==> src/logic/cnn_cfg.svh <==
`ifndef CNN_CFG_SVH
`define CNN_CFG_SVH

// Word address width of the shared memory
`define CNN_ADDR_W 10

// Words in the shared memory
`define CNN_MEM_DEPTH 1024

// Words per command burst
`define CNN_CMD_WORDS 4

// Word address of the first command
`define CNN_CMD_BASE 0

// Host, sequencer and engine
`define CNN_CLIENTS 3

`endif

==> src/logic/cnn_pkg.sv <==
`default_nettype none

package cnn_pkg;

    // Element-wise operations held in command word 0, bits 2:0
    typedef enum logic [2:0] {
        NOP      = 3'd0,
        ADD_RELU = 3'd1,
        MAX2     = 3'd2,
        AVG2     = 3'd3,
        COPY     = 3'd4
    } cnn_op_e;

    // Command sequencer FSM
    typedef enum logic [2:0] {
        IDLE,
        CMD_GET,
        CMD_ISSUE,
        OP_RUN,
        FINISH
    } seq_state_e;

    // Memory clients in arbiter port order
    typedef enum logic [1:0] {
        HOST = 2'd0,
        SEQ  = 2'd1,
        ENG  = 2'd2
    } client_e;

endpackage

`default_nettype wire

==> src/logic/cmd_sequencer.sv <==
`timescale 1ns/10ps
`default_nettype none

`include "cnn_cfg.svh"

module cmd_sequencer (
    input  wire                     clk,
    input  wire                     rst,
    input  wire                     i_op_en,
    input  wire [6:0]               i_cmd_count,
    output logic                    o_mem_req,
    output logic [`CNN_ADDR_W-1:0]  o_mem_addr,
    input  wire                     i_mem_ack,
    input  wire [31:0]              i_mem_rdata,
    output logic                    o_eng_req,
    output cnn_pkg::cnn_op_e        o_eng_op,
    output logic [15:0]             o_eng_count,
    output logic [`CNN_ADDR_W-1:0]  o_eng_a_addr,
    output logic [`CNN_ADDR_W-1:0]  o_eng_b_addr,
    output logic [`CNN_ADDR_W-1:0]  o_eng_dst_addr,
    input  wire                     i_eng_ack,
    output logic                    o_busy,
    output logic                    o_irq
);
    import cnn_pkg::*;

    localparam int AW      = `CNN_ADDR_W;
    localparam int BURST_W = $clog2(`CNN_CMD_WORDS);

    seq_state_e         state;
    logic [BURST_W-1:0] burst;
    logic [AW-1:0]      cmd_addr;
    logic [6:0]         done_cnt;
    logic               rd_start;
    logic               rd_done;
    logic               last_cmd;
    logic               skip_cmd;

    // New read only once the previous ack has dropped
    assign rd_start = (state == CMD_GET) && !o_mem_req && !i_mem_ack;
    assign rd_done  = (state == CMD_GET) && o_mem_req && i_mem_ack;

    assign last_cmd = (done_cnt + 7'd1 == i_cmd_count);

    // NOP or empty command never reaches the engine
    assign skip_cmd = (o_eng_op == NOP) || (o_eng_count == 16'd0);

    always_ff @(posedge clk or posedge rst) begin
        if (rst) begin
            state     <= IDLE;
            burst     <= '0;
            cmd_addr  <= '0;
            done_cnt  <= '0;
            o_mem_req <= 1'b0;
            o_eng_req <= 1'b0;
            o_busy    <= 1'b0;
            o_irq     <= 1'b0;
        end else begin
            case (state)
                IDLE: begin
                    cmd_addr <= AW'(`CNN_CMD_BASE);
                    done_cnt <= '0;
                    burst    <= '0;
                    if (i_op_en) begin
                        o_busy <= 1'b1;
                        state  <= (i_cmd_count == 7'd0) ? FINISH : CMD_GET;
                    end
                end
                CMD_GET: begin
                    if (rd_start) begin
                        o_mem_req <= 1'b1;
                    end else if (rd_done) begin
                        o_mem_req <= 1'b0;
                        burst     <= burst + 1'b1;
                        // Last word of the burst decoded
                        if (burst == BURST_W'(`CNN_CMD_WORDS - 1)) begin
                            state <= CMD_ISSUE;
                        end
                    end
                end
                CMD_ISSUE: begin
                    if (skip_cmd) begin
                        done_cnt <= done_cnt + 7'd1;
                        cmd_addr <= cmd_addr + AW'(`CNN_CMD_WORDS);
                        state    <= last_cmd ? FINISH : CMD_GET;
                    end else if (!i_eng_ack) begin
                        // Engine ack from the previous command is gone
                        o_eng_req <= 1'b1;
                        state     <= OP_RUN;
                    end
                end
                OP_RUN: begin
                    if (i_eng_ack) begin
                        o_eng_req <= 1'b0;
                        done_cnt  <= done_cnt + 7'd1;
                        cmd_addr  <= cmd_addr + AW'(`CNN_CMD_WORDS);
                        state     <= last_cmd ? FINISH : CMD_GET;
                    end
                end
                FINISH: begin
                    // Interrupt holds until reset
                    o_busy <= 1'b0;
                    o_irq  <= 1'b1;
                end
                default: state <= IDLE;
            endcase
        end
    end

    // Command fields and read address
    always_ff @(posedge clk) begin
        if (rd_start) begin
            o_mem_addr <= cmd_addr + AW'(burst);
        end
        if (rd_done) begin
            case (burst)
                2'd0: begin
                    o_eng_op    <= cnn_op_e'(i_mem_rdata[2:0]);
                    o_eng_count <= i_mem_rdata[31:16];
                end
                2'd1: o_eng_a_addr   <= i_mem_rdata[AW-1:0];
                2'd2: o_eng_b_addr   <= i_mem_rdata[AW-1:0];
                default: o_eng_dst_addr <= i_mem_rdata[AW-1:0];
            endcase
        end
    end

    // Engine fields frozen across a held request
    assert property (@(posedge clk) disable iff (rst)
        o_eng_req |=> !o_eng_req ||
            $stable({o_eng_op, o_eng_count, o_eng_a_addr, o_eng_b_addr, o_eng_dst_addr}))
        else $error("engine fields changed while o_eng_req was high");

endmodule

`default_nettype wire

==> config.mk <==
export PLATFORM = sky130hd
export DESIGN_NAME = cmd_sequencer
export DESIGN_NICKNAME = d
export VERILOG_FILES = /design/src/logic/cnn_pkg.sv /design/src/logic/cmd_sequencer.sv
export VERILOG_INCLUDE_DIRS = /design/src /design/src/logic
export SDC_FILE = /design/constraint.sdc
export NUM_CORES = 1
export LEC_CHECK = 0
export BUFFER_PORTS_ARGS = -buffer_cell sky130_fd_sc_hd__buf_2
export CORE_MARGIN = 2
export CORE_UTILIZATION = 46
export CTS_CLUSTER_SIZE = 25
export DETAILED_ROUTE_END_ITERATION = 10
export GPL_ROUTABILITY_DRIVEN = 0
export PLACE_DENSITY = 0.77
export SYNTH_ARGS = -nofsm -noshare
export SYNTH_HDL_FRONTEND = slang
export SYNTH_SLANG_ARGS = --single-unit
==> constraint.sdc <==
create_clock -name clk -period 2 [get_ports clk]
set_clock_uncertainty 0.1 [all_clocks]
set_input_delay 0.4 -clock clk [delete_from_list [all_inputs] [get_ports clk]]
set_output_delay 0.4 -clock clk [all_outputs]
set_load 0.05 [all_outputs]
==> results.cfg <==
[run_status]
status = complete, but fails checks
violations = setup timing

[clock_tree]
root_buffer = clkbuf_8
cts_tree = done
clock-sinks = 83
clk-insertion-delay-late_ps = 350
path_clk_slew_ps = 90
numCtsBuffers = 9
clockBufferDepth = 2
h-tree-depth = 3

[layout]
syn_to_final_growth_pct = 34.8
drive_gt1_frac = 0.467
n_fill_cell = 577
fin_util = 0.634
layout_common_cells = buf_2, edfxtp_1, buf_4
multi_input_area_sq_um = 1040
num_antenna_cells = 0
final-seq-area_sq_um = 2370
nets = 425
layout_commonest_cell = buf_2

[die]
num_rows = 31
die_w_um = 89.7
core_area_sq_um = 7180
die_h_um = 89.7
dieArea_sq_um = 8040
start_util = 0.471
io-pin-count = 107

[critical_path]
path_cells = nor4_4 -> and4_4 -> nor3_2 -> or4_4 -> o21ai_1
cp_max_fo = 4
worstSetupPathType = register to register
critical-path-max-stage-delay_ps = 540
crit_path_end_kind = register
required_ps = 2170
critPathLaunchType = register
worstPathArrival_ps = 2190
critPathSlowestCell = or4_4

[power]
power.switching_mw = 1.74
swShare = 0.358
combPwrFrac = 0.295
ir_drop_uv = 558
internal_power_mw = 3.11
p_per_area_nw_per_um2 = 1070
p_seq_frac = 0.453
power.share.clock = 0.252
leakage_nw = 1.89

[grt]
grt_start_max_net_pins = 25
grt.overflow.total = 0
grt_pass1_vias = 2327
grt_pass1_wl_um = 11200
grt_usage = 0.187
antenna_found_initial = 0

[detailed_routing]
drt-initial-drc-count = 111
vias = 2440
ant_nets = 0
drt_wl_total_um = 7190
drc = 0
wire_per_inst_um = 15.0
drt-pass1-iter-count = 4
vias_per_cell = 5.10

[placement]
dp_slack_ps = -108
hpwl_um = 5250
port_buffers = 100

[sta]
period_needed_ps = 2010
tightestPinTransition_ps = 365
tns_ps = -24.2
worst_slack_ps = -14.6
setup_violations = 3
max_freq_ghz = 0.496
finalHoldViolCount = 0
slew-limit-headroom = 0.755
drv_slew = 0
grt_setup_unrepaired = yes
whs_ps = 116
min_period_over_period = 1.01

[synthesis]
netlist_instances = 239
ys_warn_count = 0
ys_ff_latch = 83
synth_flop_cell = edfxtp_1
synthArstFlopShare = 0.289
ys_types = 48
synth_area_sq_um = 3380
seq_area_frac_synth = 0.702
synthesis.nets = 290
synth_edf_count = 59
avgSynthCellArea_sq_um = 14.1

[flow_run]
cap_viol_max_count = 0

[worst_hold_path]
hp-class = primary input to register
[cell type report]
class | instances | share of cell area
inverters | 6 | 0.00495
well taps | 99 | 0.0272
multi-input cells | 137 | 0.229
repair buffers | 137 | 0.172
flip-flops and latches | 83 | 0.521
clock buffers | 9 | 0.0272
clock inverters | 7 | 0.0176
[path summary, 6_finish.rpt]
kind	from	end	slack, ps	cells after the start
setup / recovery	o_eng_count[6]$_DFFE_PP_	done_cnt[4]$_DFFE_PP0P_	-10	5
hold / removal	i_mem_rdata[26]	o_eng_count[10]$_DFFE_PP_	120	1
setup reg to reg	o_eng_count[6]$_DFFE_PP_	done_cnt[4]$_DFFE_PP0P_	-10	5
hold reg to reg	o_irq$_DFFE_PP0P_	o_irq$_DFFE_PP0P_	380	1
max in group asynchronous	rst	cmd_addr[3]$_DFFE_PP0P_	1020	4
min in group asynchronous	rst	cmd_addr[7]$_DFFE_PP0P_	530	4
[synthesized netlist by cell type (4+ instances only)]
cell type / n / area (sq um)
a21oi_1: 11 / 55.1
and2_1: 7 / 43.8
clkbuf_1: 12 / 45.0
dfrtp_1: 24 / 601
edfxtp_1: 59 / 1770
ha_1: 7 / 87.6
inv_1: 6 / 22.5
nand2_1: 17 / 63.8
nand3_1: 4 / 20.0
nor2_1: 11 / 41.3
nor3_1: 6 / 30.0
nor4_1: 5 / 31.3
o21ai_0: 5 / 25.0
o21ai_1: 6 / 30.0
xnor2_1: 4 / 35.0
xor2_1: 9 / 78.8
[critical path, delay by kind of cell, from the launching register on]
kind	cells	cell delay, ps
and+or+nand+nor	4	1240
DFF	1	440
AOI/OAI and AO/OA	1	150
[metrics by stage]
step / instances / instance area [sq um] / total power, mW
4_1_cts: 474 / 4480 / 4.84
5_1_grt: 478 / 4550 / 5.07
2_1_floorplan: 239 / 3420 / 3.13
3_5_place_dp: 456 / 4220 / 3.58
3_3_place_gp: 456 / 4220 / 3.54
6_report: 478 / 4550 / 4.85
[metal layers]
layer  wire length (um)  track usage
met5                  0            0
met1               3030        0.230
met3                364       0.0475
met4                 95       0.0733
met2               3690        0.316
[logic make-up after synthesis]
logic type / share of synthesized area
compound gates: 0.0997
xor+xnor: 0.0337
fa+ha+maj: 0.0259
buf+inv: 0.0248
flops: 0.702
mux: 0.00296
simple gates: 0.110
[flip-flops by register name (all words and copies together) (netlist names), 2 cells and up]
name            count
state               3
cmd_addr            8
o_eng_op            3
o_eng_b_addr       10
o_eng_dst_addr     10
burst               2
done_cnt            7
o_eng_count        16
o_mem_addr         10
o_eng_a_addr       10
[timing repair]
item	4_1_cts	5_1_grt
gates resized for setup	8	9
hold buffers	1	0
endpoints found under the hold margin	24	0
pin swaps	5	5
setup endpoints to repair	11	32
buffers inserted	1	3
cloned	0	1
[power by group through the flow]
stage                     Combinational [mW]  Sequential (mW)  Clock, mW
final                                   1.43             2.20       1.22
after global routing                    1.53             2.22       1.32
after CTS                               1.39             2.20       1.25
after detailed placement                1.36             2.22          0
after global placement                  1.34             2.21          0
after floorplan                        0.455             2.67          0
No activity file was read; power rests on OpenSTA's default activity.
