$ cat config.mk
export PLATFORM = sky130hd
export DESIGN_NAME = mem_arbiter
export DESIGN_NICKNAME = d
export VERILOG_FILES = /design/src/logic/cnn_pkg.sv /design/src/logic/mem_arbiter.sv
export VERILOG_INCLUDE_DIRS = /design/src /design/src/logic
export SDC_FILE = /design/constraint.sdc
export NUM_CORES = 1
export LEC_CHECK = 0
export BUFFER_PORTS_ARGS = -buffer_cell sky130_fd_sc_hd__buf_2
export CAP_MARGIN = 20
export CORE_AREA = 2 2 95 97
export DETAILED_ROUTE_END_ITERATION = 12
export DIE_AREA = 0 0 97 99
export PLACE_DENSITY = 0.67
export SKIP_LAST_GASP = 1
export SLEW_MARGIN = 10
export SYNTH_ARGS = -nofsm -noshare
export SYNTH_HDL_FRONTEND = slang
export SYNTH_SLANG_ARGS = --single-unit
$ cat constraint.sdc
create_clock -name clk -period 4 [get_ports clk]
set_input_delay 0.8 -clock clk [delete_from_list [all_inputs] [get_ports clk]]
set_output_delay 0.8 -clock clk [all_outputs]
set_load 0.02 [all_outputs]
$ cat src/logic/cnn_cfg.svh
`ifndef CNN_CFG_SVH
`define CNN_CFG_SVH

// Word address width of the shared memory
`define CNN_ADDR_W 10

// Words in the shared memory
`define CNN_MEM_DEPTH 1024

// Words per command burst
`define CNN_CMD_WORDS 4

// Word address of the first command
`define CNN_CMD_BASE 0

// Host, sequencer and engine
`define CNN_CLIENTS 3

`endif

$ cat src/logic/cnn_pkg.sv
`default_nettype none

package cnn_pkg;

    // Element-wise operations held in command word 0, bits 2:0
    typedef enum logic [2:0] {
        NOP      = 3'd0,
        ADD_RELU = 3'd1,
        MAX2     = 3'd2,
        AVG2     = 3'd3,
        COPY     = 3'd4
    } cnn_op_e;

    // Command sequencer FSM
    typedef enum logic [2:0] {
        IDLE,
        CMD_GET,
        CMD_ISSUE,
        OP_RUN,
        FINISH
    } seq_state_e;

    // Memory clients in arbiter port order
    typedef enum logic [1:0] {
        HOST = 2'd0,
        SEQ  = 2'd1,
        ENG  = 2'd2
    } client_e;

endpackage

`default_nettype wire

$ cat src/logic/mem_arbiter.sv
`timescale 1ns/10ps
`default_nettype none

`include "cnn_cfg.svh"

module mem_arbiter (
    input  wire                      clk,
    input  wire                      rst,
    input  wire [`CNN_CLIENTS-1:0]   i_req,
    input  wire [`CNN_CLIENTS-1:0]   i_we,
    input  wire [`CNN_ADDR_W-1:0]    i_addr [`CNN_CLIENTS],
    input  wire [31:0]               i_wdata [`CNN_CLIENTS],
    output logic [`CNN_CLIENTS-1:0]  o_ack,
    output logic [31:0]              o_rdata,
    output logic                     o_mem_en,
    output logic                     o_mem_we,
    output logic [`CNN_ADDR_W-1:0]   o_mem_addr,
    output logic [31:0]              o_mem_wdata,
    input  wire [31:0]               i_mem_rdata
);
    import cnn_pkg::*;

    // Idle, memory access, ack held, release before next grant
    enum logic [1:0] {A_IDLE, A_ACCESS, A_ACK, A_RELEASE} state;

    client_e gnt;
    client_e last;
    client_e pick;
    logic    pick_vld;

    // Round-robin search starting one past the last served client
    always_comb begin
        int idx;
        pick     = last;
        pick_vld = 1'b0;
        for (int i = 1; i <= `CNN_CLIENTS; i++) begin
            idx = (int'(last) + i) % `CNN_CLIENTS;
            if (!pick_vld && i_req[idx]) begin
                pick     = client_e'(idx);
                pick_vld = 1'b1;
            end
        end
    end

    always_ff @(posedge clk or posedge rst) begin
        if (rst) begin
            state <= A_IDLE;
            gnt   <= HOST;
            // Host wins the first pick after reset
            last  <= ENG;
            o_ack <= '0;
        end else begin
            case (state)
                A_IDLE: begin
                    if (pick_vld) begin
                        gnt   <= pick;
                        state <= A_ACCESS;
                    end
                end
                A_ACCESS: begin
                    // SRAM samples this cycle, read data lines up with ack
                    o_ack[gnt] <= 1'b1;
                    state      <= A_ACK;
                end
                A_ACK: begin
                    // Hold ack until the client lets go of req
                    if (!i_req[gnt]) begin
                        o_ack[gnt] <= 1'b0;
                        state      <= A_RELEASE;
                    end
                end
                A_RELEASE: begin
                    last  <= gnt;
                    state <= A_IDLE;
                end
                default: state <= A_IDLE;
            endcase
        end
    end

    // Memory strobe only during the access cycle
    assign o_mem_en    = (state == A_ACCESS);
    assign o_mem_we    = i_we[gnt];
    assign o_mem_addr  = i_addr[gnt];
    assign o_mem_wdata = i_wdata[gnt];

    // Shared read bus, qualified by each client's ack
    assign o_rdata = i_mem_rdata;

    // Never more than one client acked
    assert property (@(posedge clk) disable iff (rst) $onehot0(o_ack))
        else $error("arbiter acked more than one client");

    // Ack only rises for a client that is requesting
    for (genvar c = 0; c < `CNN_CLIENTS; c++) begin : g_ack_chk
        assert property (@(posedge clk) disable iff (rst) $rose(o_ack[c]) |-> i_req[c])
            else $error("ack rose without req on client %0d", c);
    end

endmodule

`default_nettype wire

==> flow_summary.toml, run 1 <==
[yosys]
synth-seq-cells = 9
post_synth.cell_area_avg_um2 = 7.26
yosys.area.top_type = "mux2i_1"
synth_area_leaders = "mux2i_1 25%, buf_4 15%, dfrtp_1 11%"
yosys_warnings = 0
ys_types = 33
synthArstFlopShare_pct = 100
syn-cell-area_um2 = 1790
ys.flop_type = "dfrtp_1"
yosysTopAreaCellShare_pct = 25.2
postSynthCellCount = 246
yosysSeqAreaShare_pct = 12.7
syn_nets = 419
synth_edf_count = 0

[clocking]
cts_buffer_depth = 2
cts.sinks = 9
post_cts_buffers = 0
cts_resized = 0
clkTransAtPathRegs_ns = 0.04
clock_latency_ns = 0.23
cts_htree_levels = 1
cts-root-buf = "clkbuf_8"
tritoncts = "yes"
hold_buffers = 0
numCtsBuffers = 3

[pwr]
leakagePower_nw = 1.33
ir_worst_vdd_mv = 0.342
p_per_area_nw_per_um2 = 673

[worst_setup_path]
path_buf_inv = 2
crit_slowest_cell = "dfrtp_2"
cp-end-kind = "output pin"
path_delay_family = "simple AND/OR/NAND/NOR gates"
cp_max_fo = 25
crit_required_ns = 3.20
path_cells = "nor2b_4 -> buf_4 -> nand2_1 -> o21ai_1 -> buf_2"
path_class = "register to output pin"
arrival_ns = 2.22
cp-start-kind = "register"
slowest_delay_ns = 0.66

[die]
die-height_um = 99
die_width_um = 97
start_util_pct = 20.9
dieArea_um2 = 9600
coreArea_um2 = 8550
io_pins = 245
rows = 34

[global_route]
grt_util_met1_pct = 14.8
overflow = 0
grt_pass1_wl_um = 10600
grt_pass1_vias = 2224
use_met2_pct = 25.7
antenna_found_initial = 0
grt_max_degree = 50
gr-usage-met3_pct = 3.33
grt_usage_pct = 13.3
grt-busiest-layer = "met2"

[sta]
fin_crit_sh_pct = 75.5
tns_ns = 0
relSlewSlack_pct = 51.8
fin_ws_ns = 0.980
skew_ns = 0.00212
min_period_ns = 3.02
slew_violations = 0
fmax_mhz = 331
grt_setup_unrepaired = "false"
hold_violations = 0
worst_pin_slew_ns = 0.723
final-setup-viol-count = 0

[final_layout]
layout_common_cells = "180 x buf_2, 52 x nand2_1, 45 x mux2i_1"
antenna_cells = 0
drive_gt1_share_pct = 51.2
nets = 559
layout_commonest_cell = "buf_2"
synthToLayoutAreaGrowth_pct = 44.1

[placed_design]
dpl.hpwl_um = 5710
gp_congestion = 0.817
port-buffer-count = 180
place_ws_ns = 1.17

[detailed_routing]
drc = 0
drt-vias-per-instance = 4.52
firstDrtPassIters = 4
wl_um = 6910
wire_per_inst_um = 14.0
drt_iter0_drc = 60
vias = 2228
ant_nets = 0

[worst_hold_path]
hold_path.class = "input port to asynchronous set/reset pin"

[job]
maxCapViolCount = 0

[status]
status = "finished clean"
-- per-layer routing --
| metal | up-vias | wire length, um |
|---|---|---|
| met5 | - | 0 |
| met4 | 0 | 67 |
| met3 | 13 | 613 |
| met2 | 137 | 3600 |
| met1 | 990 | 2620 |
| li1 | 1088 | - |
-- cells by family after synthesis --
kind of cell,count (synthesis),synth area share [%]
compound gates,62,20.7
flops,9,12.7
buf+inv,57,20.2
mux,46,26.1
fa+ha+maj,7,4.91
simple gates,65,15.4
-- per-stage QoR --
step | util (%) | instance area, um^2 | hold slack, ns | instances | total power [mW]
6_report | 30.1 | 2570 | 0.515 | 493 | 1.73
5_1_grt | 30.1 | 2570 | 0.555 | 493 | 1.88
4_1_cts | 30.1 | 2570 | 0.529 | 493 | 1.75
3_5_place_dp | 29.6 | 2530 | 0.507 | 489 | 1.64
3_3_place_gp | 29.6 | 2530 | 0.497 | 489 | 1.60
2_1_floorplan | - | 1790 | 0.496 | 246 | 1.25
-- power by group --
| group | switching (mW) | total, mW | internal [mW] |
|---|---|---|---|
| combinational | 0.880 | 1.42 | 0.539 |
| clock | 0.0369 | 0.106 | 0.0695 |
| sequential | 0.0694 | 0.206 | 0.136 |
| total | 0.986 | 1.73 | 0.745 |
-- cell type report --
class / count / area, um^2
fill: 939 / 5980
sequential: 9 / 229
timing repair buffer: 183 / 923
multi-input combinational: 180 / 1210
clock buffer: 4 / 45.0
tap: 108 / 135
inverter: 9 / 33.8
-- synthesized netlist by cell type (2+ instances only) --
cell type  instances
nand2_1           52
nor2b_1            2
ha_1               7
buf_2              3
o21ai_0           13
clkbuf_1           8
mux2i_1           45
inv_1              9
dfrtp_1            8
a21oi_1            3
nor2_1             3
a22o_1             2
buf_4             36
o21ai_2            2
o21ai_1           35
-- final timing paths --
path	startpoint	endpoint	slack (ns)	depth (start not counted)
setup / recovery	gnt[1]$_DFFE_PP0P_	o_mem_wdata[12]	0.98	5
min in group clk	register	register	0.52	2
hold reg to reg	register	register	0.52	2
hold / removal	rst	asynchronous set/reset pin	0.52	2
max in group asynchronous	rst	last[1]$_DFFE_PP1N_	3.19	2
setup reg to reg	last[1]$_DFFE_PP1N_	gnt[1]$_DFFE_PP0P_	1.95	7
-- worst reg2reg max path, cell delays in order, from the launching register on --
cell     delay [ns]
dfstp_2        0.55
inv_1          0.06
ha_1           0.27
or2_0          0.23
a32oi_1        0.25
nand2_1        0.11
o32ai_1        0.34
a22o_1         0.18
Power figures use the tool's default switching activity.
==> inputs of run 2 (changes only) <==
Clock period 4 ns to 2.9 ns, I/O delays scaled along.
==> flow_summary.toml, run 2 (same netlist as run 1, synthesis figures left out) <==
[status]
status = "finished clean"

[detailed_routing]
ant_nets = 0
drt-vias-per-instance = 4.48
wire_per_inst_um = 13.2
drc = 0
drt_iter0_drc = 47
vias = 2210
firstDrtPassIters = 4
wl_um = 6510

[sta]
skew_ns = 0.00328
slew_violations = 0
grt_setup_unrepaired = "false"
fmax_mhz = 461
relSlewSlack_pct = 65.1
fin_crit_sh_pct = 74.9
min_period_ns = 2.17
final-setup-viol-count = 0
tns_ns = 0
worst_pin_slew_ns = 0.524
hold_violations = 0

[worst_setup_path]
arrival_ns = 1.59
cp-end-kind = "output pin"
reg2reg_depth = 7
r2r-end = "state[1]$_DFFE_PP0P_"
crit_required_ns = 2.32
reg2reg_from = "last[1]$_DFFE_PP1N_"
cp_max_fo = 34
path_class = "register to output pin"
cp-start-kind = "register"
reg2reg_slack_ns = 0.91

[final_layout]
synthToLayoutAreaGrowth_pct = 45.6
antenna_cells = 0
fillCellCount = 931
nets = 559
layout_commonest_cell = "buf_2"
utilization_pct = 30.4
layout_common_cells = "180 x buf_2, 52 x nand2_1, 45 x mux2i_1"
drive_gt1_share_pct = 51.4

[die]
io_pins = 245
start_util_pct = 20.9
dieArea_um2 = 9600
die_width_um = 97
die-height_um = 99
rows = 34
coreArea_um2 = 8550

[placed_design]
gp_congestion = 0.780
dpl.hpwl_um = 5250
port-buffer-count = 180

[clocking]
numCtsBuffers = 3
post_cts_buffers = 0
cts_buffer_depth = 2
hold_buffers = 0
cts-root-buf = "clkbuf_8"
tritoncts = "yes"
clkTransAtPathRegs_ns = 0.05
clock_latency_ns = 0.24
cts_resized = 0
cts.sinks = 9
cts_htree_levels = 1

[global_route]
antenna_found_initial = 0
grt_max_degree = 50
grt_pass1_wl_um = 10000
grt_pass1_vias = 2125
overflow = 0
grt_usage_pct = 12.4

[pwr]
p_per_area_nw_per_um2 = 932
leakagePower_nw = 1.34
ir_worst_vdd_mv = 0.461

[job]
maxCapViolCount = 0

[worst_hold_path]
hold_path.class = "input port to asynchronous set/reset pin"
run 2: cell count changes in the layout (fill, tap and decap cells not counted), sizes merged:
cell,delta
clkinv,+1
clkbuf,-1
run 2: worst max-delay path by stage:
| stage | slack [ns] | start | endpoint |
|---|---|---|---|
| detailed placement | 0.92 | gnt[1]$_DFFE_PP0P_ | o_mem_wdata[31] |
| CTS | 0.66 | gnt[1]$_DFFE_PP0P_ | o_mem_wdata[31] |
| floorplan | 0.95 | gnt[1]$_DFFE_PP0P_ | o_mem_addr[1] |
| finish | 0.73 | gnt[1]$_DFFE_PP0P_ | o_mem_wdata[10] |
| global placement | 0.94 | gnt[1]$_DFFE_PP0P_ | o_mem_we |
| global route | 0.61 | gnt[1]$_DFFE_PP0P_ | o_mem_wdata[31] |
run 2: final cells by class:
| cell class | instances | area (um^2) | area share (%) |
|---|---|---|---|
| Multi-Input combinational cell | 180 | 1210 | 46.4 |
| Inverter | 9 | 33.8 | 1.30 |
| Clock inverter | 1 | 5.00 | 0.193 |
| Timing Repair Buffer | 183 | 948 | 36.5 |
| Clock buffer | 3 | 41.3 | 1.59 |
| Sequential cell | 9 | 229 | 8.81 |
| Tap cell | 108 | 135 | 5.20 |
run 2: power by group:
| group | internal (mW) | leakage, nW | switching, mW | total [mW] |
|---|---|---|---|---|
| combinational | 0.771 | 1.22 | 1.27 | 2.04 |
| clock | 0.0942 | 0.0255 | 0.0556 | 0.150 |
| sequential | 0.189 | 0.101 | 0.0417 | 0.231 |
| total | 1.05 | 1.34 | 1.37 | 2.42 |
run 2: critical path, stage by stage (launching register included):
cell and delay, ns:
dfrtp_2 0.43, nor2b_4 0.30, buf_12 0.24, nand2_1 0.09, o21ai_1 0.10, buf_2 0.19
run 2: routing by layer:
layer	GRT usage [%]	part of all wire, %
met4	0.975	0.15
met3	3.90	10
met1	14.5	38
met2	23.1	51
met5	0	0
run 2: per-stage QoR:
step	cell area, um^2	total power, mW	hold WS, ns	std cells	setup slack [ns]
2_1_floorplan	1790	1.72	0.407	246	0.949
3_3_place_gp	2550	2.24	0.499	489	0.943
3_5_place_dp	2550	2.29	0.503	489	0.915
4_1_cts	2600	2.45	0.314	493	0.663
5_1_grt	2600	2.62	0.337	493	0.610
6_report	2600	2.42	0.300	493	0.729
==> inputs of run 3 (changes only) <==
Settings changed: CORE_AREA 2 2 95 97 to 2 2 94 96, DIE_AREA 0 0 97 99 to 0 0 96 98, PLACE_DENSITY 0.67 to 0.71.
Clock period 2.9 ns to 1.9 ns, I/O delays scaled along.
==> flow_summary.toml, run 3 (same netlist as run 1, synthesis figures left out) <==
[status]
status = "finished, violations left"
violations = "setup timing"

[final_layout]
nets = 567
layout_commonest_cell = "buf_2"
layout_common_cells = "180 x buf_2, 52 x nand2_1, 43 x mux2i_1"
antenna_cells = 0
drive_gt1_share_pct = 54.2
synthToLayoutAreaGrowth_pct = 52.8

[clocking]
clock_latency_ns = 0.23
cts_buffer_depth = 2
clkTransAtPathRegs_ns = 0.05
cts_htree_levels = 1
hold_buffers = 0
cts.sinks = 9
tritoncts = "yes"
cts-root-buf = "clkbuf_8"
numCtsBuffers = 3

[pwr]
power_switching_share_pct = 54.8
ir_worst_vdd_mv = 0.758
p_per_area_nw_per_um2 = 1450
leakagePower_nw = 1.39
p_comb_share_pct = 85.1
p_switching_mw = 2.17
p_clk_share_pct = 5.6
intPower_mw = 1.79
seq_power_share_pct = 9.4

[global_route]
grt_max_degree = 50
overflow = 0
grt_usage_pct = 12.2
grt_pass1_vias = 2109
grt_pass1_wl_um = 9470
antenna_found_initial = 0

[worst_setup_path]
crit_required_ns = 2.05
path_buf_inv = 0
path_delay_family = "flip-flops"
crit_slowest_cell = "dfstp_2"
path_cells = "ha_4 -> or2_0 -> a32oi_1 -> nand4_1 -> o21ai_2 -> mux2i_1"
arrival_ns = 2.10
cp-start-kind = "register"
path_class = "register to register"
cp-end-kind = "register"
slowest_delay_ns = 0.57
cp_max_fo = 6

[sta]
min_period_ns = 1.95
tns_ns = -0.0759
relSlewSlack_pct = 75.1
skew_ns = 0.00310
worst_pin_slew_ns = 0.374
fin_ws_ns = -0.0502
slew_violations = 0
fin_crit_sh_pct = 103
grt_setup_unrepaired = "true"
hold_violations = 0
final-setup-viol-count = 2
fmax_mhz = 513

[die]
start_util_pct = 21.1
die_width_um = 96
rows = 34
die-height_um = 98
dieArea_um2 = 9410
coreArea_um2 = 8470
io_pins = 245

[worst_hold_path]
hold_path.class = "input port to asynchronous set/reset pin"

[detailed_routing]
drt-vias-per-instance = 4.42
wl_um = 6550
drt_iter0_drc = 25
wire_per_inst_um = 13.1
ant_nets = 0
vias = 2216
drc = 0
firstDrtPassIters = 4

[placed_design]
port-buffer-count = 180
place_ws_ns = -0.00808
dpl.hpwl_um = 5190
gp_congestion = 0.893

[job]
maxCapViolCount = 0
run 3: cell count changes in the layout (fill, tap and decap cells not counted), moves of 2 or more:
| cell | previous run | this run |
|---|---|---|
| buf_4 | 1 | 5 |
| buf_6 | 0 | 3 |
| ha_1 | 7 | 5 |
| ha_4 | 0 | 2 |
| inv_1 | 9 | 7 |
| inv_2 | 0 | 2 |
| mux2i_1 | 45 | 43 |
| mux2i_2 | 0 | 2 |
run 3: area by class of cell:
type / instances / area (um^2)
Multi-Input combinational cell: 180 / 1250
Fill cell: 910 / 5740
Inverter: 9 / 33.8
Tap cell: 108 / 135
Timing Repair Buffer: 191 / 1040
Sequential cell: 9 / 229
Clock buffer: 4 / 45.0
run 3: layer usage:
layer  vias to the layer above  GRT usage (%)  share of wire (%)  wire length (um)
met5                         -              0                  0                 0
met4                         0           1.21               0.64                42
met3                         6           2.70                9.8               642
met2                       128           24.4                 51              3360
met1                       978           12.9                 38              2510
li1                       1104              -                  -                 -
run 3: what timing repair did:
| item | 4_1_cts | 5_1_grt |
|---|---|---|
| buffers inserted | 0 | 4 |
| cloned | 0 | 1 |
| endpoints found under the setup margin | 2 | 20 |
| resized for setup | 2 | 10 |
| pin swaps | 3 | 8 |
run 3: power by group through the flow:
stage,sequential (mW),combinational [mW],clock [mW]
2_1_floorplan,0.365,2.26,0
3_5_place_dp,0.356,3.17,0
4_1_cts,0.358,3.21,0.227
6_report,0.370,3.36,0.221
5_1_grt,0.384,3.66,0.236
3_3_place_gp,0.354,3.09,0
run 3: per-stage QoR:
stage | instances | utilization [%] | cell area (um^2) | hold WS [ns] | power, mW
4_1_cts | 496 | 31.1 | 2640 | 0.115 | 3.79
3_3_place_gp | 492 | 30.4 | 2570 | 0.352 | 3.44
2_1_floorplan | 246 | - | 1790 | 0.207 | 2.62
3_5_place_dp | 492 | 30.4 | 2570 | 0.363 | 3.52
6_report | 501 | 32.2 | 2730 | 0.110 | 3.96
5_1_grt | 501 | 32.2 | 2730 | 0.140 | 4.28
run 3: path summary, 6_finish.rpt:
path / slack (ns) / startpoint / to / depth (start not counted)
setup reg to reg: -0.05 / last[1]$_DFFE_PP1N_ / state[1]$_DFFE_PP0P_ / 6
hold reg to reg: 0.48 / register / register / 2
max in group asynchronous: 1.48 / rst / last[1]$_DFFE_PP1N_ / 2
min in group clk: 0.44 / i_req[1] / register / 3
setup / recovery: -0.05 / last[1]$_DFFE_PP1N_ / state[1]$_DFFE_PP0P_ / 6
hold / removal: 0.11 / rst / state[0]$_DFFE_PP0P_ / 2
run 3: worst register-to-register path, delay by kind of cell (launching register included):
| family | cells | cell delay [ns] |
|---|---|---|
| flops | 1 | 0.57 |
| simple gates | 2 | 0.40 |
| fa+ha+maj | 1 | 0.23 |
| compound gates | 2 | 0.46 |
| mux | 1 | 0.20 |
