File: config.mk
export PLATFORM = sky130hd
export DESIGN_NAME = vector_engine
export DESIGN_NICKNAME = d
export VERILOG_FILES = /design/src/logic/cnn_pkg.sv /design/src/logic/vector_engine.sv
export VERILOG_INCLUDE_DIRS = /design/src /design/src/logic
export SDC_FILE = /design/constraint.sdc
export NUM_CORES = 1
export LEC_CHECK = 0
export BUFFER_PORTS_ARGS = -buffer_cell sky130_fd_sc_hd__buf_2
export CORE_ASPECT_RATIO = 0.7
export CORE_UTILIZATION = 40
export CTS_BUF_LIST = sky130_fd_sc_hd__clkbuf_16
export DETAILED_ROUTE_END_ITERATION = 12
export GPL_TIMING_DRIVEN = 0
export PLACE_DENSITY = 0.66
export SLEW_MARGIN = 0
export SYNTH_ARGS = -nofsm -noshare
export SYNTH_HDL_FRONTEND = slang
export SYNTH_SLANG_ARGS = --single-unit
File: constraint.sdc
create_clock -name clk -period 4.5 [get_ports clk]
set_input_delay 0.45 -clock clk [delete_from_list [all_inputs] [get_ports clk]]
set_output_delay 0.45 -clock clk [all_outputs]
set_load 0.005 [all_outputs]
File: src/logic/cnn_cfg.svh
`ifndef CNN_CFG_SVH
`define CNN_CFG_SVH

// Word address width of the shared memory
`define CNN_ADDR_W 10

// Words in the shared memory
`define CNN_MEM_DEPTH 1024

// Words per command burst
`define CNN_CMD_WORDS 4

// Word address of the first command
`define CNN_CMD_BASE 0

// Host, sequencer and engine
`define CNN_CLIENTS 3

`endif

File: src/logic/cnn_pkg.sv
`default_nettype none

package cnn_pkg;

    // Element-wise operations held in command word 0, bits 2:0
    typedef enum logic [2:0] {
        NOP      = 3'd0,
        ADD_RELU = 3'd1,
        MAX2     = 3'd2,
        AVG2     = 3'd3,
        COPY     = 3'd4
    } cnn_op_e;

    // Command sequencer FSM
    typedef enum logic [2:0] {
        IDLE,
        CMD_GET,
        CMD_ISSUE,
        OP_RUN,
        FINISH
    } seq_state_e;

    // Memory clients in arbiter port order
    typedef enum logic [1:0] {
        HOST = 2'd0,
        SEQ  = 2'd1,
        ENG  = 2'd2
    } client_e;

endpackage

`default_nettype wire

File: src/logic/vector_engine.sv
`timescale 1ns/10ps
`default_nettype none

`include "cnn_cfg.svh"

module vector_engine (
    input  wire                     clk,
    input  wire                     rst,
    input  wire                     i_eng_req,
    input  wire cnn_pkg::cnn_op_e   i_op,
    input  wire [15:0]              i_count,
    input  wire [`CNN_ADDR_W-1:0]   i_a_addr,
    input  wire [`CNN_ADDR_W-1:0]   i_b_addr,
    input  wire [`CNN_ADDR_W-1:0]   i_dst_addr,
    output logic                    o_eng_ack,
    output logic                    o_mem_req,
    output logic                    o_mem_we,
    output logic [`CNN_ADDR_W-1:0]  o_mem_addr,
    output logic [31:0]             o_mem_wdata,
    input  wire                     i_mem_ack,
    input  wire [31:0]              i_mem_rdata
);
    import cnn_pkg::*;

    localparam int AW = `CNN_ADDR_W;

    enum logic [2:0] {E_IDLE, E_RD_A, E_RD_B, E_WR, E_DONE} state;

    logic [15:0]        idx;
    logic signed [31:0] a_val;
    logic signed [31:0] b_val;
    logic signed [31:0] sum;
    logic signed [31:0] result;
    logic               acc_start;
    logic               acc_done;
    logic               last_elem;

    // One access in flight, next one waits for the old ack to fall
    assign acc_start = (state inside {E_RD_A, E_RD_B, E_WR}) && !o_mem_req && !i_mem_ack;
    assign acc_done  = o_mem_req && i_mem_ack;
    assign last_elem = (idx == i_count - 16'd1);

    // Wraps at 32 bits
    assign sum = a_val + b_val;

    always_comb begin
        case (i_op)
            // Clamp after the wrap
            ADD_RELU: result = sum[31] ? 32'sd0 : sum;
            MAX2:     result = (a_val > b_val) ? a_val : b_val;
            AVG2:     result = sum >>> 1;
            default:  result = a_val;
        endcase
    end

    always_ff @(posedge clk or posedge rst) begin
        if (rst) begin
            state     <= E_IDLE;
            idx       <= '0;
            o_eng_ack <= 1'b0;
            o_mem_req <= 1'b0;
            o_mem_we  <= 1'b0;
        end else begin
            if (acc_done) begin
                o_mem_req <= 1'b0;
            end else if (acc_start) begin
                o_mem_req <= 1'b1;
                o_mem_we  <= (state == E_WR);
            end
            case (state)
                E_IDLE: begin
                    idx <= '0;
                    if (i_eng_req) begin
                        state <= E_RD_A;
                    end
                end
                E_RD_A: begin
                    // COPY needs no second operand
                    if (acc_done) begin
                        state <= (i_op == COPY) ? E_WR : E_RD_B;
                    end
                end
                E_RD_B: begin
                    if (acc_done) begin
                        state <= E_WR;
                    end
                end
                E_WR: begin
                    if (acc_done && last_elem) begin
                        o_eng_ack <= 1'b1;
                        state     <= E_DONE;
                    end else if (acc_done) begin
                        idx   <= idx + 16'd1;
                        state <= E_RD_A;
                    end
                end
                E_DONE: begin
                    // Release once the sequencer drops its request
                    if (!i_eng_req) begin
                        o_eng_ack <= 1'b0;
                        state     <= E_IDLE;
                    end
                end
                default: state <= E_IDLE;
            endcase
        end
    end

    // Addresses, write data and operand capture
    always_ff @(posedge clk) begin
        if (acc_start) begin
            case (state)
                E_RD_A: o_mem_addr <= i_a_addr + AW'(idx);
                E_RD_B: o_mem_addr <= i_b_addr + AW'(idx);
                default: begin
                    o_mem_addr  <= i_dst_addr + AW'(idx);
                    o_mem_wdata <= result;
                end
            endcase
        end
        if (acc_done && state == E_RD_A) begin
            a_val <= i_mem_rdata;
        end
        if (acc_done && state == E_RD_B) begin
            b_val <= i_mem_rdata;
        end
    end

    // Request held until the arbiter acks it
    assert property (@(posedge clk) disable iff (rst) $fell(o_mem_req) |-> $past(i_mem_ack))
        else $error("engine dropped o_mem_req before ack");

endmodule

`default_nettype wire
==> reports/qor.log, run 1 <==
[critical_path] highest net fanout along the worst path 10
[pwr] power per cell area 403 nW/um2
[pwr] VDD IR-drop max 0.000253 V
[sta] setup repair after global routing missed its margin false
[sta] Final period util 0.950
[worst_hold_path] type of the most critical hold path input pin to register
[placement] final RePlAce weighted congestion 0.936
[sta] max-slew violation total from the final report 0
[yosys] number of synthesized register bits 128
[sta] Slew @ Worst Pin 952 ps
[critical_path] Critical Path Start Type register
[floorplanning] initial core utilization 0.414
[critical_path] kind of capture point of the worst setup path register
[yosys] Netlist cell types 73
[final_layout] number of filler cells placed in the layout 1,952
[clock_tree] clock latency on the worst-skew pair 430 ps
[yosys] number of enable flip-flop cells after synthesis 106
[floorplanning] Floorplan Core Area 21,000 um2
[grt] largest net degree at the start of global routing 23
[critical_path] data required time at the worst endpoint 4740 ps
[floorplanning] Core Rows 44
[final_layout] core occupancy in the finished layout 0.492
[yosys] Async SR Flop Fraction 0.172
[grt] initial antenna violation count 2
[grt] GR met3 Demand/Resource 0.0611
[yosys] cell area after technology mapping 8700 um2
[grt] via count of the first global-routing pass 6,830
[grt] total congestion overflow 0
[clock_tree] clock buffer depth 2
[sta] Setup Skew 13.8 ps
[yosys] sequential cell area fraction in the yosys report 0.429
[final_layout] Synth-to-Final Area Change 18.9%
[clock_tree] count of hold buffers inserted by post-cts repair 0
[grt] global-route wire length before repair 38,600 um
[sta] relative slew slack 0.362
[sta] highest attainable clock frequency 234 MHz
[yosys] largest cells by area after synthesis sky130_fd_sc_hd__edfxtp_1 37%, sky130_fd_sc_hd__ha_1 11%, sky130_fd_sc_hd__dfrtp_1 6.3%
[yosys] Syn Area/Cell 9.93 um2
[floorplanning] number of top-level design ports 130
[placement] Port Buf Inserts 126
[floorplanning] height of the die 125 um
[grt] global-route usage over all layers 0.230
[final_layout] NumNets Final 1,190
[floorplanning] Die Wd 178 um
[yosys] Cells after Synth 876
[worst_hold_path] Worst Hold Path Cells 1
[grt] GRT busiest layer met1
[clock_tree] clock buffers created by TritonCTS 17
[clock_tree] TritonCTS clock tree yes
[drt] DRC Markers 0
[yosys] commonest register cell after synthesis sky130_fd_sc_hd__edfxtp_1
[drt] number of DRC markers in iteration 0 942
[sta] Final Hold Slack 205 ps
[yosys] top-area cell type share of the netlist area 0.366
[clock_tree] clock tree sinks 128
[grt] GR Util met2 0.291
[yosys] number of warning messages in the yosys log 0
[grt] met1 GRT Util 0.375
[floorplanning] area of the die 22,400 um2
[yosys] number of nets produced by synthesis 1,037
[pwr] leakage power total 0.00426 uW
[drt] post-route ant nets 0
[placement] placed wire-length estimate after detailed placement 19,100 um
[final_layout] layout cells sized above 1 0.183
[drt] total via count in the routed design 7,563
[clock_tree] total setup buffers inserted after CTS 0
[drt] WL final 25,400 um
[drt] detailed-routing iteration count for the pre-antenna-repair pass 6
[clock_tree] CTS clock-pin slew for the worst setup and hold paths 70 ps
[yosys] library cell with the largest summed area after synthesis sky130_fd_sc_hd__edfxtp_1
[sta] Final setup violation count 0
[sta] Final Critical Period 4280 ps
[drt] Vias/cell 5.73
[sta] total negative setup slack 0 ps
[clock_tree] CTS HTree Levels 4
[critical_path] Worst EP arrival 4510 ps
[critical_path] kind of critical path register to register
[critical_path] number of cells on the worst reg-to-reg path 12
[drt] wire per inst 19.2 um
[run_status] outcome finished, final reports clean
[clock_tree] total of cells resized after clock tree synthesis 0
[clock_tree] clock root cell sky130_fd_sc_hd__clkbuf_16
[sta] hold violation count in the final report 0
[job] count of maximum capacitance violations 0
-- final cells by class --
cell class	instances	area, um2	share of cell area
Clock inverter	15	110	0.0106
Antenna cell	2	5.00	0.000484
Clock buffer	17	425	0.0411
Timing Repair Buffer	134	729	0.0705
Inverter	76	285	0.0276
Buffer	31	124	0.0120
Tap cell	276	345	0.0334
Multi-Input combinational cell	641	4590	0.443
Sequential cell	128	3730	0.361
-- path summary, 6_finish.rpt --
check	startpoint	slack [ps]	end
max	a_val[14]$_DFFE_PP_	220	o_mem_wdata[7]$_DFFE_PP_
min	i_mem_rdata[12]	210	a_val[12]$_DFFE_PP_
max reg2reg	a_val[14]$_DFFE_PP_	220	o_mem_wdata[7]$_DFFE_PP_
min reg2reg	idx[15]$_DFFE_PP0P_	510	idx[15]$_DFFE_PP0P_
max in group asynchronous	rst	3710	state[0]$_DFFE_PP0P_
min in group asynchronous	rst	230	o_eng_ack$_DFFE_PP0P_
-- power by group --
part | switching [uW] | leakage (uW) | internal, uW | total, uW
logic | 816 | 0.00274 | 513 | 1330
clock network | 558 | 0.000254 | 707 | 1260
registers | 88.3 | 0.00126 | 1490 | 1580
total | 1460 | 0.00426 | 2710 | 4170
-- cells in the final DEF, fill, tap and decap left out, drive strengths merged, types with 23 or more instances in the layout --
| cell | n |
|---|---|
| o21ai | 42 |
| nor2 | 56 |
| nand2 | 55 |
| clkbuf | 42 |
| buf | 140 |
| edfxtp | 106 |
| xnor2 | 43 |
| a21oi | 63 |
| nor3 | 23 |
| nand3 | 23 |
| inv | 81 |
| ha | 74 |
-- metal layers --
layer	part of all wire	up-vias
met2	0.38	336
met3	0.097	22
met4	0.0085	0
met5	0	-
li1	-	3609
met1	0.51	3596
-- cell families after synthesis --
| logic type | after synthesis | share of synthesized area |
|---|---|---|
| AO/OA/AOI/OAI | 245 | 0.195 |
| adder cells (fa/ha/maj) | 76 | 0.111 |
| XOR/XNOR | 60 | 0.0604 |
| AND/OR/NAND/NOR | 251 | 0.148 |
| buffers and inverters | 107 | 0.0469 |
| multiplexers | 9 | 0.0104 |
| flip-flops | 128 | 0.429 |
-- cells in the mapped netlist, drive strengths merged (10+ instances only) --
library cell / instances
a22oi: 16
a21oi: 63
or3: 14
nand2: 55
nor2: 56
clkbuf: 25
xnor2: 43
o211ai: 11
ha: 74
xor2: 17
nand3: 23
dfrtp: 22
nor4: 18
nor3: 23
nand2b: 13
a222oi: 12
nand4: 13
o21bai: 11
o31ai: 10
nor2b: 12
edfxtp: 106
inv: 76
o21ai: 42
-- critical path, cell delays in order (launching register included) --
cell and delay [ps]:
sky130_fd_sc_hd__edfxtp_1 420, sky130_fd_sc_hd__ha_1 310, sky130_fd_sc_hd__clkbuf_1 290, sky130_fd_sc_hd__nand4_1 260, sky130_fd_sc_hd__nor3_1 390, sky130_fd_sc_hd__a21boi_0 330, sky130_fd_sc_hd__o31ai_1 130, sky130_fd_sc_hd__nand2_1 100
sky130_fd_sc_hd__mux2i_1 320, sky130_fd_sc_hd__a21o_1 400, sky130_fd_sc_hd__clkbuf_1 700, sky130_fd_sc_hd__a222oi_1 250, sky130_fd_sc_hd__o21ai_0 170
-- registers in the layout, summed over array words and instances, names as in the netlist --
name         cells
a_val           32
b_val           32
idx             16
o_eng_ack        1
o_mem_addr      10
o_mem_req        1
o_mem_wdata     32
o_mem_we         1
state            3
-- through the flow --
stage	instance area (um2)	std cells	setup slack, ps	total power [uW]
after floorplan	8700	876	650	2450
after global placement	9680	1278	-1290	2860
after detailed placement	9800	1286	307	2900
after CTS	10300	1318	272	4170
after global routing	10300	1319	40.1	4400
final	10300	1320	223	4170
No activity file was read; power rests on OpenSTA's default activity.
==> run 2: changes to the inputs <==
--- a/config.mk
+++ b/config.mk
@@ -13,6 +13,7 @@
 export DETAILED_ROUTE_END_ITERATION = 12
 export GPL_TIMING_DRIVEN = 0
 export PLACE_DENSITY = 0.66
+export REMOVE_ABC_BUFFERS = 1
 export SLEW_MARGIN = 0
 export SYNTH_ARGS = -nofsm -noshare
 export SYNTH_HDL_FRONTEND = slang
==> reports/qor.log, run 2 (synthesis results as in run 1) <==
[run_status] outcome finished, final reports clean [unchanged]
[sta] Final period util 0.956 [was 0.950]
[pwr] relative contribution of the clock network to total power 0.326 [was 0.303]
[critical_path] kind of critical path register to register [unchanged]
[critical_path] Critical Path Start Type register [unchanged]
[final_layout] most frequent cells in the layout 130 x sky130_fd_sc_hd__buf_2, 106 x sky130_fd_sc_hd__edfxtp_1, 75 x sky130_fd_sc_hd__inv_1 [unchanged]
[sta] Final Hold Slack 214 ps [was 205 ps]
[drt] detailed-routing iteration count for the pre-antenna-repair pass 5 [was 6]
[final_layout] most common library cell in the layout ignoring fill and taps sky130_fd_sc_hd__buf_2 [unchanged]
[final_layout] layout cells sized above 1 0.191 [was 0.183]
[floorplanning] Die Wd 178 um [unchanged]
[drt] number of DRC markers in iteration 0 721 [was 942]
[grt] initial antenna violation count 2 [unchanged]
[job] count of maximum capacitance violations 0 [unchanged]
[pwr] power per cell area 413 nW/um2 [was 403 nW/um2]
[pwr] leakage power total 0.00426 uW [about the same]
[sta] Final Critical Period 4300 ps [was 4280 ps]
[clock_tree] CTS clock-pin slew for the worst setup and hold paths 60 ps [was 70 ps]
[sta] Slew @ Worst Pin 930 ps [was 952 ps]
[pwr] share of total power consumed by net switching 0.329 [was 0.351]
[floorplanning] number of top-level design ports 130 [unchanged]
[sta] Setup Skew 6.65 ps [was 13.8 ps]
[floorplanning] Core Rows 44 [unchanged]
[placement] Cells after DPL 1,260 [was 1,286]
[drt] DRC Markers 0 [unchanged]
[final_layout] NumNets Final 1,165 [was 1,190]
[grt] largest net degree at the start of global routing 26 [was 23]
[critical_path] cell class contributing the biggest share of worst-path delay compound AO/OA/AOI/OAI gates [unchanged]
[sta] highest attainable clock frequency 232 MHz [was 234 MHz]
[critical_path] kind of capture point of the worst setup path register [unchanged]
[grt] global-route usage over all layers 0.217 [was 0.230]
[critical_path] Worst Path Buf+Inv 0 [was 2]
[worst_hold_path] type of the most critical hold path input pin to register [unchanged]
[critical_path] highest net fanout along the worst path 25 [was 10]
[pwr] sequential cell fraction of total power 0.375 [was 0.378]
[grt] global-route wire length before repair 37,000 um [was 38,600 um]
[critical_path] delay of the slowest cell on the worst path 750 ps [was 700 ps]
[drt] WL final 23,700 um [was 25,400 um]
[final_layout] number of filler cells placed in the layout 1,960 [was 1,952]
[pwr] share of total power in combinational logic 0.300 [was 0.319]
[critical_path] Worst EP arrival 4530 ps [was 4510 ps]
[floorplanning] Floorplan Core Area 21,000 um2 [unchanged]
[clock_tree] TritonCTS clock tree yes [unchanged]
[pwr] internal power consumption 2860 uW [was 2710 uW]
[placement] Port Buf Inserts 129 [was 126]
[grt] total congestion overflow 0 [unchanged]
[clock_tree] clock tree sinks 128 [unchanged]
[clock_tree] clock root cell sky130_fd_sc_hd__clkbuf_16 [unchanged]
[final_layout] top flop regs a_val: 32 flops, b_val: 32 flops, o_mem_wdata: 32 flops [unchanged]
[floorplanning] height of the die 125 um [unchanged]
[final_layout] Synth-to-Final Area Change 18.7% [was 18.9%]
[placement] placed wire-length estimate after detailed placement 17,800 um [was 19,100 um]
[pwr] VDD IR-drop max 0.000253 V [about the same]
[drt] Vias/cell 5.70 [was 5.73]
[pwr] switching power summed over all nets 1400 uW [was 1460 uW]
[final_layout] count of non-filler cells in the finished layout 1,293 [was 1,320]
[sta] setup repair after global routing missed its margin false [unchanged]
[clock_tree] clock buffer depth 2 [unchanged]
[drt] wire per inst 18.3 um [was 19.2 um]
[floorplanning] initial core utilization 0.414 [unchanged]
[drt] post-route ant nets 0 [unchanged]
[floorplanning] area of the die 22,400 um2 [unchanged]
[clock_tree] clock latency on the worst-skew pair 420 ps [was 430 ps]
[drt] total via count in the routed design 7,375 [was 7,563]
[critical_path] Cell Chain, Critical Path ha_1 -> a21oi_1 -> o31ai_1 -> a211o_1 -> a2111oi_0 -> nand2_1 -> mux2i_2 -> a21o_2 -> a222oi_1 -> o21ai_0 [was ha_1 -> clkbuf_1 -> nand4_1 -> nor3_1 -> a21boi_0 -> o31ai_1 -> nand2_1 -> mux2i_1 -> a21o_1 -> clkbuf_1 -> a222oi_1 -> o21ai_0]
[final_layout] antenna cells 0 [was 2]
[sta] total negative setup slack 0 ps [unchanged]
[placement] final RePlAce weighted congestion 0.900 [was 0.936]
[clock_tree] CTS HTree Levels 4 [unchanged]
[critical_path] Critical-path top delay cell sky130_fd_sc_hd__mux2i_2 [was sky130_fd_sc_hd__clkbuf_1]
[sta] max-slew violation total from the final report 0 [unchanged]
[clock_tree] clock buffers created by TritonCTS 17 [unchanged]
[grt] via count of the first global-routing pass 6,704 [was 6,830]
[sta] hold violation count in the final report 0 [unchanged]
[sta] relative slew slack 0.379 [was 0.362]
[critical_path] data required time at the worst endpoint 4730 ps [was 4740 ps]
[sta] Final setup violation count 0 [unchanged]
[run 2: cell count changes in the layout (fill, tap and decap cells not counted), sizes merged]
| cell | delta |
|---|---|
| inv | -5 |
| clkinv | +3 |
| clkinvlp | -1 |
| clkbuf | -25 |
| diode | -2 |
| bufinv | +3 |
[run 2: repair_timing]
item / CTS / global route
resized for setup: 2 / 0
setup buffers: 0 / 0
hold buffers: 0 / 0
setup endpoints to repair: 25 / 0
[run 2: path summary, 6_finish.rpt]
kind | start | end | slack [ps] | cells after the start
min reg2reg | idx[15]$_DFFE_PP0P_ | idx[15]$_DFFE_PP0P_ | 510 | 1
max reg2reg | a_val[19]$_DFFE_PP_ | o_mem_wdata[29]$_DFFE_PP_ | 200 | 10
max | a_val[19]$_DFFE_PP_ | o_mem_wdata[29]$_DFFE_PP_ | 200 | 10
min | i_mem_rdata[11] | b_val[11]$_DFFE_PP_ | 210 | 1
min in group asynchronous | rst | idx[14]$_DFFE_PP0P_ | 230 | 2
max in group asynchronous | rst | state[2]$_DFFE_PP0P_ | 3700 | 2
[run 2: per-stage QoR]
stage	util	setup WS, ps	power [uW]	instance area (um2)
after floorplan	-	694	2440	8580
after global placement	0.455	-1110	2820	9570
after detailed placement	0.462	-308	2870	9720
after CTS	0.491	273	4270	10300
after global routing	0.491	52.1	4490	10300
final	0.491	198	4270	10300
[run 2: power by group through the flow]
stage	Clock [uW]	Sequential, uW	Combinational (uW)
after floorplan	0	1610	829
after global placement	0	1630	1190
after detailed placement	0	1620	1250
after CTS	1410	1600	1260
after global routing	1470	1620	1410
final	1390	1600	1280
[run 2: metal layers]
| layer | wire length [um] | global-route usage | vias to the layer above |
|---|---|---|---|
| met3 | 1870 | 0.0614 | 21 |
| met1 | 12200 | 0.339 | 3523 |
| met5 | 11 | 0 | - |
| met2 | 9330 | 0.285 | 277 |
| met4 | 278 | 0.0623 | 2 |
| li1 | - | - | 3552 |
[run 2: area by class of cell]
cell class | count | area [um2] | area share
inverters | 76 | 285 | 0.0276
flip-flops and latches | 128 | 3730 | 0.362
multi-input cells | 641 | 4600 | 0.445
clock buffers | 17 | 425 | 0.0412
clock inverters | 15 | 170 | 0.0165
repair buffers | 140 | 768 | 0.0744
well taps | 276 | 345 | 0.0334
